### config.mk
export PLATFORM = sky130hd
export DESIGN_NAME = na_top
export DESIGN_NICKNAME = d
export VERILOG_FILES = /design/src/common/na_pkg.sv /design/src/hdl/na_top.sv /design/src/na_mp/na_mp_buffer.sv /design/src/na_conf/na_conf.sv /design/src/hdl/bus_arbiter.sv
export SDC_FILE = /design/constraint.sdc
export NUM_CORES = 1
export LEC_CHECK = 0
export BUFFER_PORTS_ARGS = -buffer_cell sky130_fd_sc_hd__buf_4
export CAP_MARGIN = 0
export CORE_UTILIZATION = 56
export CTS_CLUSTER_DIAMETER = 200
export CTS_CLUSTER_SIZE = 12
export DETAILED_ROUTE_END_ITERATION = 10
export HOLD_SLACK_MARGIN = 0.1
export PLACE_DENSITY = 0.85
export SYNTH_ARGS = -nofsm -noshare
export SYNTH_HDL_FRONTEND = slang
export SYNTH_SLANG_ARGS = --single-unit
### constraint.sdc
create_clock -name clk -period 9.9 [get_ports clk]
set_input_delay 0.495 -clock clk [delete_from_list [all_inputs] [get_ports clk]]
set_output_delay 0.495 -clock clk [all_outputs]
set_load 0.02 [all_outputs]
### src/common/na_pkg.sv
// ========================================
// Shared definitions of the network adapter
// register front end: tile configuration
// constants, buffer sizing, register offsets,
// the address union and the bus structs
// ========================================

package na_pkg;

  // ========================================
  // Tile configuration
  // ========================================

  localparam logic [31:0] TILE_ID        = 32'd3;
  localparam logic [31:0] NUM_TILES      = 32'd16;
  localparam logic [31:0] CORE_BASE      = 32'd12;
  localparam logic [31:0] CORES_PER_TILE = 32'd4;
  localparam logic [31:0] GMEM_SIZE      = 32'h0100_0000;
  localparam logic [31:0] GMEM_TILE      = 32'd15;
  localparam logic [31:0] LMEM_SIZE      = 32'h0001_0000;

  // Number of compute tiles, at most 64
  localparam logic [31:0] NUM_CTS = 32'd5;

  // Compute tile ids, only the first NUM_CTS entries carry meaning
  localparam logic [15:0] CT_LIST [64] = '{
    0: 16'h0002,
    1: 16'h0003,
    2: 16'h0005,
    3: 16'h0006,
    4: 16'h0009,
    default: 16'h0000
  };

  // Feature flags reported in REG_CONF
  localparam logic MP_ENABLE  = 1'b1;
  localparam logic DMA_ENABLE = 1'b0;

  // Message buffer depth in words, a power of two
  localparam int MP_DEPTH = 8;
  localparam int MP_PTR_W = $clog2(MP_DEPTH);

  // ========================================
  // Register map
  // ========================================

  // Byte offsets inside the configuration page
  localparam logic [11:0] REG_TILEID          = 12'h000;
  localparam logic [11:0] REG_NUMTILES        = 12'h004;
  localparam logic [11:0] REG_CONF            = 12'h00c;
  localparam logic [11:0] REG_COREBASE        = 12'h010;
  localparam logic [11:0] REG_DOMAIN_NUMCORES = 12'h018;
  localparam logic [11:0] REG_GMEM_SIZE       = 12'h01c;
  localparam logic [11:0] REG_GMEM_TILE       = 12'h020;
  localparam logic [11:0] REG_LMEM_SIZE       = 12'h024;
  localparam logic [11:0] REG_NUMCTS          = 12'h028;
  localparam logic [11:0] CTLIST_BASE         = 12'h200;

  // Byte offsets inside the message page
  localparam logic [11:0] MP_DATA = 12'h000;
  localparam logic [11:0] MP_FILL = 12'h004;

  // Pages selected by the top four address bits
  localparam logic [3:0] PAGE_CONF = 4'd0;
  localparam logic [3:0] PAGE_MP   = 4'd1;

  // ========================================
  // Address and bus types
  // ========================================

  // Plain register view of an address
  typedef struct packed {
    logic [3:0] page;
    logic [9:0] word;
    logic [1:0] byte_off;
  } na_reg_addr_t;

  // Compute tile list view, two 16 bit halves per 8 byte entry
  typedef struct packed {
    logic [3:0] page;
    logic [2:0] region;
    logic [5:0] entry;
    logic       half;
    logic [1:0] low;
  } na_ctlist_addr_t;

  typedef union packed {
    na_reg_addr_t    regs;
    na_ctlist_addr_t ctlist;
  } na_addr_u;

  typedef struct packed {
    logic        sel;
    logic        write;
    na_addr_u    addr;
    logic [31:0] wdata;
  } bus_req_t;

  // A resp of 1 marks an error
  typedef struct packed {
    logic [31:0] rdata;
    logic        ready;
    logic        resp;
  } bus_rsp_t;

endpackage
### src/hdl/na_top.sv
// ========================================
// Network adapter register front end: the
// master arbiter, the page decoder with its
// response mux, and the two register peers
// ========================================

module na_top (
  input  logic             clk,
  input  logic             rst,
  input  na_pkg::bus_req_t core_req,
  input  na_pkg::bus_req_t dbg_req,
  output na_pkg::bus_rsp_t core_rsp,
  output na_pkg::bus_rsp_t dbg_rsp
);

  import na_pkg::*;

  // Shared bus behind the arbiter
  bus_req_t bus_req;
  bus_rsp_t bus_rsp;

  // Per peer request and response
  bus_req_t conf_req;
  bus_rsp_t conf_rsp;
  bus_req_t mp_req;
  bus_rsp_t mp_rsp;

  logic [3:0] page;

  // Core data port is master 0, debug port is master 1
  bus_arbiter i_arb (
    .clk     (clk),
    .rst     (rst),
    .m0_req  (core_req),
    .m1_req  (dbg_req),
    .m0_rsp  (core_rsp),
    .m1_rsp  (dbg_rsp),
    .bus_req (bus_req),
    .bus_rsp (bus_rsp)
  );

  // ========================================
  // Page decoder
  // ========================================

  assign page = bus_req.addr.regs.page;

  // A peer only sees sel while its own page is addressed
  always_comb begin
    conf_req     = bus_req;
    mp_req       = bus_req;
    conf_req.sel = bus_req.sel & (page == PAGE_CONF);
    mp_req.sel   = bus_req.sel & (page == PAGE_MP);
  end

  na_conf i_conf (
    .req (conf_req),
    .rsp (conf_rsp)
  );

  na_mp_buffer i_mp (
    .clk (clk),
    .rst (rst),
    .req (mp_req),
    .rsp (mp_rsp)
  );

  // Unmapped pages are answered here with an immediate error
  always_comb begin
    case (page)
      PAGE_CONF: bus_rsp = conf_rsp;
      PAGE_MP:   bus_rsp = mp_rsp;
      default: begin
        bus_rsp.rdata = 32'h0000_0000;
        bus_rsp.ready = bus_req.sel;
        bus_rsp.resp  = bus_req.sel;
      end
    endcase
  end

endmodule

### src/na_mp/na_mp_buffer.sv
// ========================================
// Simple message buffer: a word FIFO that
// software pushes through MP_DATA, pops
// through MP_DATA and watches through MP_FILL
// ========================================

module na_mp_buffer (
  input  logic             clk,
  input  logic             rst,
  input  na_pkg::bus_req_t req,
  output na_pkg::bus_rsp_t rsp
);

  import na_pkg::*;

  localparam logic [MP_PTR_W:0] FILL_MAX = (MP_PTR_W + 1)'(MP_DEPTH);

  logic [31:0]         mem [MP_DEPTH];
  logic [MP_PTR_W-1:0] wr_ptr;
  logic [MP_PTR_W-1:0] rd_ptr;
  logic [MP_PTR_W:0]   fill;

  logic is_data;
  logic is_fill;
  logic push_req;
  logic pop_req;
  logic full;
  logic empty;
  logic push;
  logic pop;

  // ========================================
  // Access decode
  // ========================================

  assign is_data = (req.addr.regs.word == MP_DATA[11:2]);
  assign is_fill = (req.addr.regs.word == MP_FILL[11:2]);

  // The buffer is always ready, so sel alone marks the completion cycle
  assign push_req = req.sel & req.write & is_data;
  assign pop_req  = req.sel & ~req.write & is_data;

  assign full  = (fill == FILL_MAX);
  assign empty = (fill == '0);

  // Refused accesses leave pointers and fill alone
  assign push = push_req & ~full;
  assign pop  = pop_req & ~empty;

  // ========================================
  // Storage and pointers
  // ========================================

  // Storage holds payload only and starts undefined
  always_ff @(posedge clk) begin
    if (push) begin
      mem[wr_ptr] <= req.wdata;
    end
  end

  // Pointers wrap by themselves since the depth is a power of two
  always_ff @(posedge clk) begin
    if (rst) begin
      wr_ptr <= '0;
      rd_ptr <= '0;
      fill   <= '0;
    end else begin
      if (push) begin
        wr_ptr <= wr_ptr + 1'b1;
        fill   <= fill + 1'b1;
      end
      if (pop) begin
        rd_ptr <= rd_ptr + 1'b1;
        fill   <= fill - 1'b1;
      end
    end
  end

  // ========================================
  // Response
  // ========================================

  // A pop on an empty buffer returns zero
  always_comb begin
    rsp.rdata = 32'h0000_0000;
    if (pop) begin
      rsp.rdata = mem[rd_ptr];
    end else if (is_fill && !req.write) begin
      rsp.rdata = 32'(fill);
    end
  end

  assign rsp.ready = req.sel;

  // Full push, empty pop, fill writes and unknown offsets are errors
  assign rsp.resp = (push_req & full) | (pop_req & empty) |
                    (req.sel & req.write & is_fill) |
                    (req.sel & ~is_data & ~is_fill);

endmodule

### src/na_conf/na_conf.sv
// ========================================
// Read-only configuration registers of the
// network adapter and the compute tile list,
// answered combinationally
// ========================================

// Configuration page layout
//   0x000 tile id
//   0x004 number of tiles
//   0x00c feature flags, bit 0 message buffer, bit 1 DMA
//   0x010 first core id of the tile
//   0x018 cores in the domain
//   0x01c global memory size
//   0x020 global memory tile
//   0x024 local memory size
//   0x028 number of compute tiles
//   0x200 compute tile list, 8 bytes per entry

module na_conf (
  input  na_pkg::bus_req_t req,
  output na_pkg::bus_rsp_t rsp
);

  import na_pkg::*;

  // List ordered by index as software expects it, reversed against CT_LIST
  logic [15:0] ctlist_rev [64];
  logic        in_ctlist;
  logic        hit;
  logic [31:0] rdata;

  // ========================================
  // Reversed compute tile list
  // ========================================

  for (genvar i = 0; i < 64; i++) begin : gen_ctlist
    if (i < NUM_CTS) begin : gen_valid
      assign ctlist_rev[i] = CT_LIST[NUM_CTS - 1 - i];
    end else begin : gen_unused
      // Slots past the last compute tile read as zero
      assign ctlist_rev[i] = 16'h0000;
    end
  end

  // The list region covers 0x200 to 0x3ff of the page
  assign in_ctlist = (req.addr.ctlist.region == CTLIST_BASE[11:9]);

  // ========================================
  // Read decode
  // ========================================

  always_comb begin
    rdata = 32'h0000_0000;
    hit   = 1'b1;
    if (in_ctlist) begin
      // Half select 1 returns the id in the low half of the word
      if (req.addr.ctlist.half) begin
        rdata = {16'h0000, ctlist_rev[req.addr.ctlist.entry]};
      end else begin
        rdata = {ctlist_rev[req.addr.ctlist.entry], 16'h0000};
      end
    end else begin
      case (req.addr.regs.word)
        REG_TILEID[11:2]: begin
          rdata = TILE_ID;
        end
        REG_NUMTILES[11:2]: begin
          rdata = NUM_TILES;
        end
        REG_CONF[11:2]: begin
          rdata = {30'h0, DMA_ENABLE, MP_ENABLE};
        end
        REG_COREBASE[11:2]: begin
          rdata = CORE_BASE;
        end
        REG_DOMAIN_NUMCORES[11:2]: begin
          rdata = CORES_PER_TILE;
        end
        REG_GMEM_SIZE[11:2]: begin
          rdata = GMEM_SIZE;
        end
        REG_GMEM_TILE[11:2]: begin
          rdata = GMEM_TILE;
        end
        REG_LMEM_SIZE[11:2]: begin
          rdata = LMEM_SIZE;
        end
        REG_NUMCTS[11:2]: begin
          rdata = NUM_CTS;
        end
        default: begin
          // Holes such as 0x008 and 0x014 belong to no register
          hit = 1'b0;
        end
      endcase
    end
  end

  // ========================================
  // Response
  // ========================================

  // Always ready, writes and unmatched words are flagged
  assign rsp.rdata = rdata;
  assign rsp.ready = req.sel;
  assign rsp.resp  = req.sel & (req.write | ~hit);

endmodule

### src/hdl/bus_arbiter.sv
// ========================================
// Round-robin arbiter that puts one of two
// register bus masters onto the shared bus,
// with a one-bit priority pointer
// ========================================

module bus_arbiter (
  input  logic             clk,
  input  logic             rst,
  input  na_pkg::bus_req_t m0_req,
  input  na_pkg::bus_req_t m1_req,
  output na_pkg::bus_rsp_t m0_rsp,
  output na_pkg::bus_rsp_t m1_rsp,
  output na_pkg::bus_req_t bus_req,
  input  na_pkg::bus_rsp_t bus_rsp
);

  import na_pkg::*;

  // Pointer low favors master 0, high favors master 1
  logic prio;
  logic grant_m1;
  logic done;

  // Master 1 wins when it is alone or when the pointer favors it
  assign grant_m1 = m1_req.sel & (~m0_req.sel | prio);

  // With no request at all the idle master 0 request passes with sel low
  assign bus_req = grant_m1 ? m1_req : m0_req;

  // A transfer ends in the cycle that sel and ready are both high
  assign done = bus_req.sel & bus_rsp.ready;

  // The loser sees ready low and keeps holding its request
  always_comb begin
    m0_rsp = '0;
    m1_rsp = '0;
    if (grant_m1) begin
      m1_rsp = bus_rsp;
    end else begin
      m0_rsp = bus_rsp;
    end
  end

  // ========================================
  // Priority pointer
  // ========================================

  // After every completed transfer the other master is favored
  always_ff @(posedge clk) begin
    if (rst) begin
      prio <= 1'b0;
    end else if (done) begin
      prio <= ~grant_m1;
    end
  end

endmodule

== After elaboration in Yosys (flattened, before gate mapping) ==
Memories as Yosys holds them, arrays and structs flattened. A register that Yosys moved wholly into a read port is not among the register bits.
Cells that the tools add are included.
Word-level totals
  bits in registers: 11
  memory bits (writable): 256
  memory bits (read-only): 1024
  input port bits: 102
  output and inout bits: 68
  memories kept: 2
Memories
  (no name shown): depth 64, bits a word 16, rd ports 1, clocked after memory_dff 0, write ports 0, line na_conf.sv:58  | rdata = {16'h0000, ctlist_rev[req.addr.ctlist.entry]};
  i_mp.mem: depth 8, bits a word 32, rd ports 1, clocked after memory_dff 1, write ports 1, line na_mp_buffer.sv:18  | logic [31:0] mem [MP_DEPTH];
Cells by class
  $add $sub $neg: 4
  $lt $le $gt $ge: 1
  equal/unequal tests: 11
  multiplexer cells: 19
  bitwise logic cells: 30
  reductions and logical operators: 7
Operators by type and width (count)
  $pmux 25 s9: 1
  $mux 32: 3
  $mux 34: 2
  $pmux 34 s2: 1
  $mux 50: 1
  $mux 16: 2
  $eq 10x3->1 const B: 3
  $eq 10x4->1 const B: 3
  $and 1x1->1: 16
  $mux 4: 3
  $eq 10x1->1 const B: 1
  $eq 10x2->1 const B: 1
  $logic_not 10->1: 1
  $reduce_or 9->1: 1
  $logic_not 4->1: 2
  $not 1->1: 8
  $ge 7x7->1 const B: 1
  $not 6->7: 1
  $add 3x1->3 const B: 2
  $mux 3: 2
  $or 1x1->1: 5
  $add 4x1->4 const B: 1
  $eq 4x1->1 const B: 1
  $eq 4x4->1 const B: 1
  other kinds (6): 9

== Longest topological paths before layout ==
  depth after elaboration: 14
  gate-level depth with buffers: 14
  gate-level depth less buffers: 12

== By module ==
Synthesis repeated with hierarchy kept, for this count alone.
Second synthesis, totals
  cells, all modules: 783
  area total of the unflattened synthesis: 12774.8 um^2
Modules (own cells, without submodules)
  na_mp_buffer: times used 1, cells each 495, area each 10411.2 um^2, sequential area each 7947.6 um^2
  bus_arbiter: times used 1, cells each 136, area each 1292.5 um^2, sequential area each 20.0 um^2
  na_top: times used 1, cells each 80, area each 585.6 um^2, sequential area each 0.0 um^2
  na_conf: times used 1, cells each 72, area each 485.5 um^2, sequential area each 0.0 um^2

== Least setup slack after synthesis ==
Ideal clock, no wire load.
  kind: input-to-reg
  start point: input core_req[49] (netlist bit)
  end point: memory i_mp.mem[0][0] (enable)
  data arrival time: 5108 ps
  required time: 9398 ps
  path slack: 4291 ps
  cell stages on the path: 6
  buffers on the path: 1
  cell sequence: a21boi_0 > o2111ai_1 > a22oi_1 > nand3_1 > buf_2 > nor4_1
Between the ends
  word-level cells in the longest chain between the ends: 11
  elaborated cells between the ends (all ways): 12
RTL lines
  start, declared: line na_top.sv:10  | input na_pkg::bus_req_t core_req,
  $not 1->1: line bus_arbiter.sv:26  | assign grant_m1 = m1_req.sel & (~m0_req.sel | prio);
  $or 1x1->1: line bus_arbiter.sv:26
  $and 1x1->1: line bus_arbiter.sv:26
  $mux 50 (*): line bus_arbiter.sv:29  | assign bus_req = grant_m1 ? m1_req : m0_req;
  $eq 4x1->1: line na_top.sv:53  | mp_req.sel = bus_req.sel & (page == PAGE_MP);
  $and 1x1->1: line na_top.sv:53
  $and 1x1->1: line na_mp_buffer.sv:40  | assign push_req = req.sel & req.write & is_data;
  $and 1x1->1 (*): line na_mp_buffer.sv:40
  $and 1x1->1 (*): line na_mp_buffer.sv:47  | assign push = push_req & ~full;
  $mux 1 (*): line na_mp_buffer.sv:56  | if (push) begin
  $mux 1 (not written as such) (*): line na_mp_buffer.sv:57  | mem[wr_ptr] <= req.wdata;
  end, declared: line na_mp_buffer.sv:18
Mark *: on every way between the ends. The rest lies on a longest branch, timed or not.

==> impl_metrics.csv <==
group,metric,value,unit
run_status,status,"finished clean",
synthesis,synth_area_leaders,"edfxtp_1, mux4_2, nand2_1, dfxtp_1, mux2i_1",
sta,max_freq,197,MHz
detailed_routing,wire_per_inst,22.6,um
run,drv_cap,0,
layout,drive_above_1_share,31.5,%
floorplanning,coreArea,21000,um^2
detailed_routing,routed_via_density,6.22,
critical_path,critPathCaptureType,"output port",
synthesis,ys_ff_latch,270,
power_and_ir_drop,powerDensity,158,nW/um^2
sta,fin_skew,0.0243,ns
global_route,grt_use_total,25.7,%
synthesis,synth_top_area_cell,"edfxtp_1",
clock_tree,cts_buffers,26,
global_route,grt_pass1_wl,41800,um
power_and_ir_drop,p_comb_share,5.3,%
synthesis,syn_inst,785,
global_route,gr-total-overflow,0,
clock_tree,cts_max_path_buffers,3,
clock_tree,clkSinkCount,270,
clock_tree,insertion_delay,0.54,ns
synthesis,synth_fp_nets,892,
global_route,grtUsageMet1,33.8,%
critical_path,arrival,4.57,ns
clock_tree,cts_resized,0,
synthesis,ys_seq_area_share,66.6,%
critical_path,max_stage_delay,0.65,ns
sta,timing.final.ws_setup,4.83,ns
global_route,grt_util_met3,3.44,%
power_and_ir_drop,leakagePower,4.88,nW
detailed_routing,ant_nets,0,
clock_tree,clk_pin_slew_worst_paths,0.06,ns
synthesis,yosysMostFrequentCell,"edfxtp_1",
power_and_ir_drop,max-vdd-ir-drop,0.138,mV
critical_path,crit_chain,"nand2b_1 > nand4_1 > a222oi_1 > nand3_2 > clkinv_2 > nand2_1 > nor2_1 > buf_4",
placement,gp_congestion,0.935,
detailed_routing,drt_first_pass_iters,5,
layout,antenna-diode-count,0,
layout,fillCellCount,1358,
synthesis,avgSynthCellArea,15.3,um^2
power_and_ir_drop,clkPwrFrac,38.4,%
critical_path,rr_startpoint,"i_arb.prio",
global_route,grt_pass1_vias,7527,
synthesis,synthTopCellsByCount,"edfxtp_1, nand2_1, nor2_1",
floorplanning,ios,170,
synthesis,synthArstFlopShare,0,%
sta,relSlewSlack,23.7,%
critical_path,start_kind,"flip-flop",
floorplanning,rows,53,
global_route,antenna_found_initial,0,
clock_tree,hold_buffers,0,
floorplanning,dieArea,22000,um^2
detailed_routing,drtIter0Drc,699,
power_and_ir_drop,internal_power,1.78,mW
sta,rsz0062_at_grt,"false",
critical_path,rr_worst_depth,7,
synthesis,synth_top_area_share,64.2,%
layout,areaGrowthSynthToFinish,18.6,%
sta,hold_viol_final,0,
power_and_ir_drop,pwr-share-seq,56.3,%
clock_tree,cts_root_buf,"clkbuf_16",
placement,numPortBuffers,165,
global_route,top_usage_layer,"met2",
layout,seq_area,7980,um^2
clock_tree,post_cts.repair.setup_buffers,0,
detailed_routing,drt-total-wl,27700,um
hold_path,hp-class,"input pin to flip-flop",
sta,post-route-period-util,51.2,%
synthesis,yosys_warnings,0,
critical_path,cp_slowest_cell,"nand2_1",
synthesis,syn_area,12000,um^2
floorplanning,die_h,148,um
floorplanning,initial_core_util,56.9,%
sta,slew_violations,0,
sta,tightest_slew,1.14,ns
synthesis,synth_edf_count,256,
critical_path,rr_endpoint,"i_mp.mem[3][12]",
sta,tns,0,ns
critical_path,cp_max_fo,22,
hold_path,holdCritStartpoint,"rst",
clock_tree,h-tree-depth,1,
critical_path,path_class,"flip-flop to output port",
critical_path,required,9.41,ns
floorplanning,fp.dieW,148,um
global_route,grtUsageMet2,43.2,%
power_and_ir_drop,netSwitchingFraction,20.5,%
clock_tree,cts_tree,"done",
critical_path,rrSetupSlack,5.42,ns
power_and_ir_drop,power_switching,0.460,mW
placement,pre_cts_slack,5.32,ns
synthesis,ys_types,64,
layout,fin_nets,1049,
placement,dp_hpwl,16500,um
hold_path,hold_depth,2,
synthesis,synth_ff_type,"edfxtp_1",
layout,multi_input_area,3800,um^2
sta,setup_violations,0,
sta,period_needed,5.07,ns
detailed_routing,remaining_drc_errors,0,
global_route,grt_max_degree,55,
detailed_routing,dr_total_vias,7627,
-- cell usage in the layout, fill, tap and decap left out, types with 3 or more instances in the layout --
cell	instances
or4_1	3
mux2i_1	25
nand2_1	108
nor2_1	64
buf_4	178
dfxtp_1	11
edfxtp_1	256
a221oi_1	6
or3_1	6
and3_1	3
nand4_1	4
a31oi_1	3
a22oi_1	7
mux2_2	8
mux4_2	64
ha_1	4
xor2_1	6
clkbuf_16	26
o21ai_0	13
a32oi_1	5
clkbuf_1	9
a211oi_1	3
o211ai_1	3
nor3_1	11
nand3_1	14
inv_1	8
nor2b_1	4
and2_1	10
xnor2_1	4
a21o_1	7
a21oi_1	22
-- critical path, delay by kind of cell, from the launching register on --
family	cells	cell delay, ns
AOI/OAI and AO/OA	1	0.63
buffers and inverters	2	0.51
DFF	1	0.40
and+or+nand+nor	5	2.51
-- sequential cells by signal, summed over array words and instances (netlist names), named ones only --
register	flops
i_mp.mem	256
i_mp.fill	4
i_arb.prio	1
i_mp.rd_ptr	3
i_mp.wr_ptr	3
-- per-layer routing --
| layer | up-vias | wire length, um |
|---|---|---|
| met5 | - | 0 |
| met4 | 0 | 1020 |
| met3 | 78 | 2250 |
| met2 | 430 | 14100 |
| met1 | 3745 | 10300 |
| li1 | 3374 | - |
-- cell type report --
class                      instances  share of cell area, %
timing repair buffer             178                   9.41
sequential                       270                   56.2
tap                              275                   2.42
clock inverter                     2                  0.176
clock buffer                      35                   4.82
inverter                          10                  0.273
multi-input combinational        456                   26.7
-- how the worst max path moves through the flow --
stage          slack, ns  cells past startpoint         start              end
2_1_floorplan       4.29                      6  core_req[49]   i_mp.mem[0][0]
3_3_place_gp        5.39                      8  core_req[49]  i_mp.mem[3][25]
3_5_place_dp        5.32                      8  core_req[49]  i_mp.mem[3][28]
4_1_cts             4.87                      8    i_arb.prio     core_rsp[16]
5_1_grt             4.55                      8    i_arb.prio      core_rsp[9]
6_report            4.83                      8    i_arb.prio     core_rsp[16]
-- stage by stage --
stage	util [%]	power, mW	area (um^2)	cells	hold WS [ns]
finish	67.6	2.24	14200	1226	0.242
global route	67.6	2.30	14200	1226	0.243
CTS	67.6	2.25	14200	1226	0.230
detailed placement	64.2	1.40	13500	1189	0.469
global placement	64.2	1.40	13500	1189	0.453
floorplan	-	1.35	12000	785	0.450
-- logic make-up (layout without fill, tap and decap cells) --
group | Yosys count | count (layout) | synth area share, %
buffers and inverters | 59 | 225 | 2.16
DFF | 270 | 270 | 66.6
adders and majority gates | 5 | 5 | 0.585
muxes | 97 | 97 | 14.9
and+or+nand+nor | 253 | 253 | 9.74
xor gates and xnor gates | 10 | 10 | 0.732
AOI/OAI and AO/OA | 91 | 91 | 5.34
-- power by group through the flow --
stage          logic, mW  clock network, mW  registers, mW
6_report           0.119              0.863           1.26
5_1_grt            0.129              0.909           1.26
4_1_cts            0.118              0.869           1.26
3_5_place_dp       0.117                  0           1.29
3_3_place_gp       0.113                  0           1.29
2_1_floorplan     0.0621                  0           1.29
Note: power is estimated with default switching activity, not from simulation.
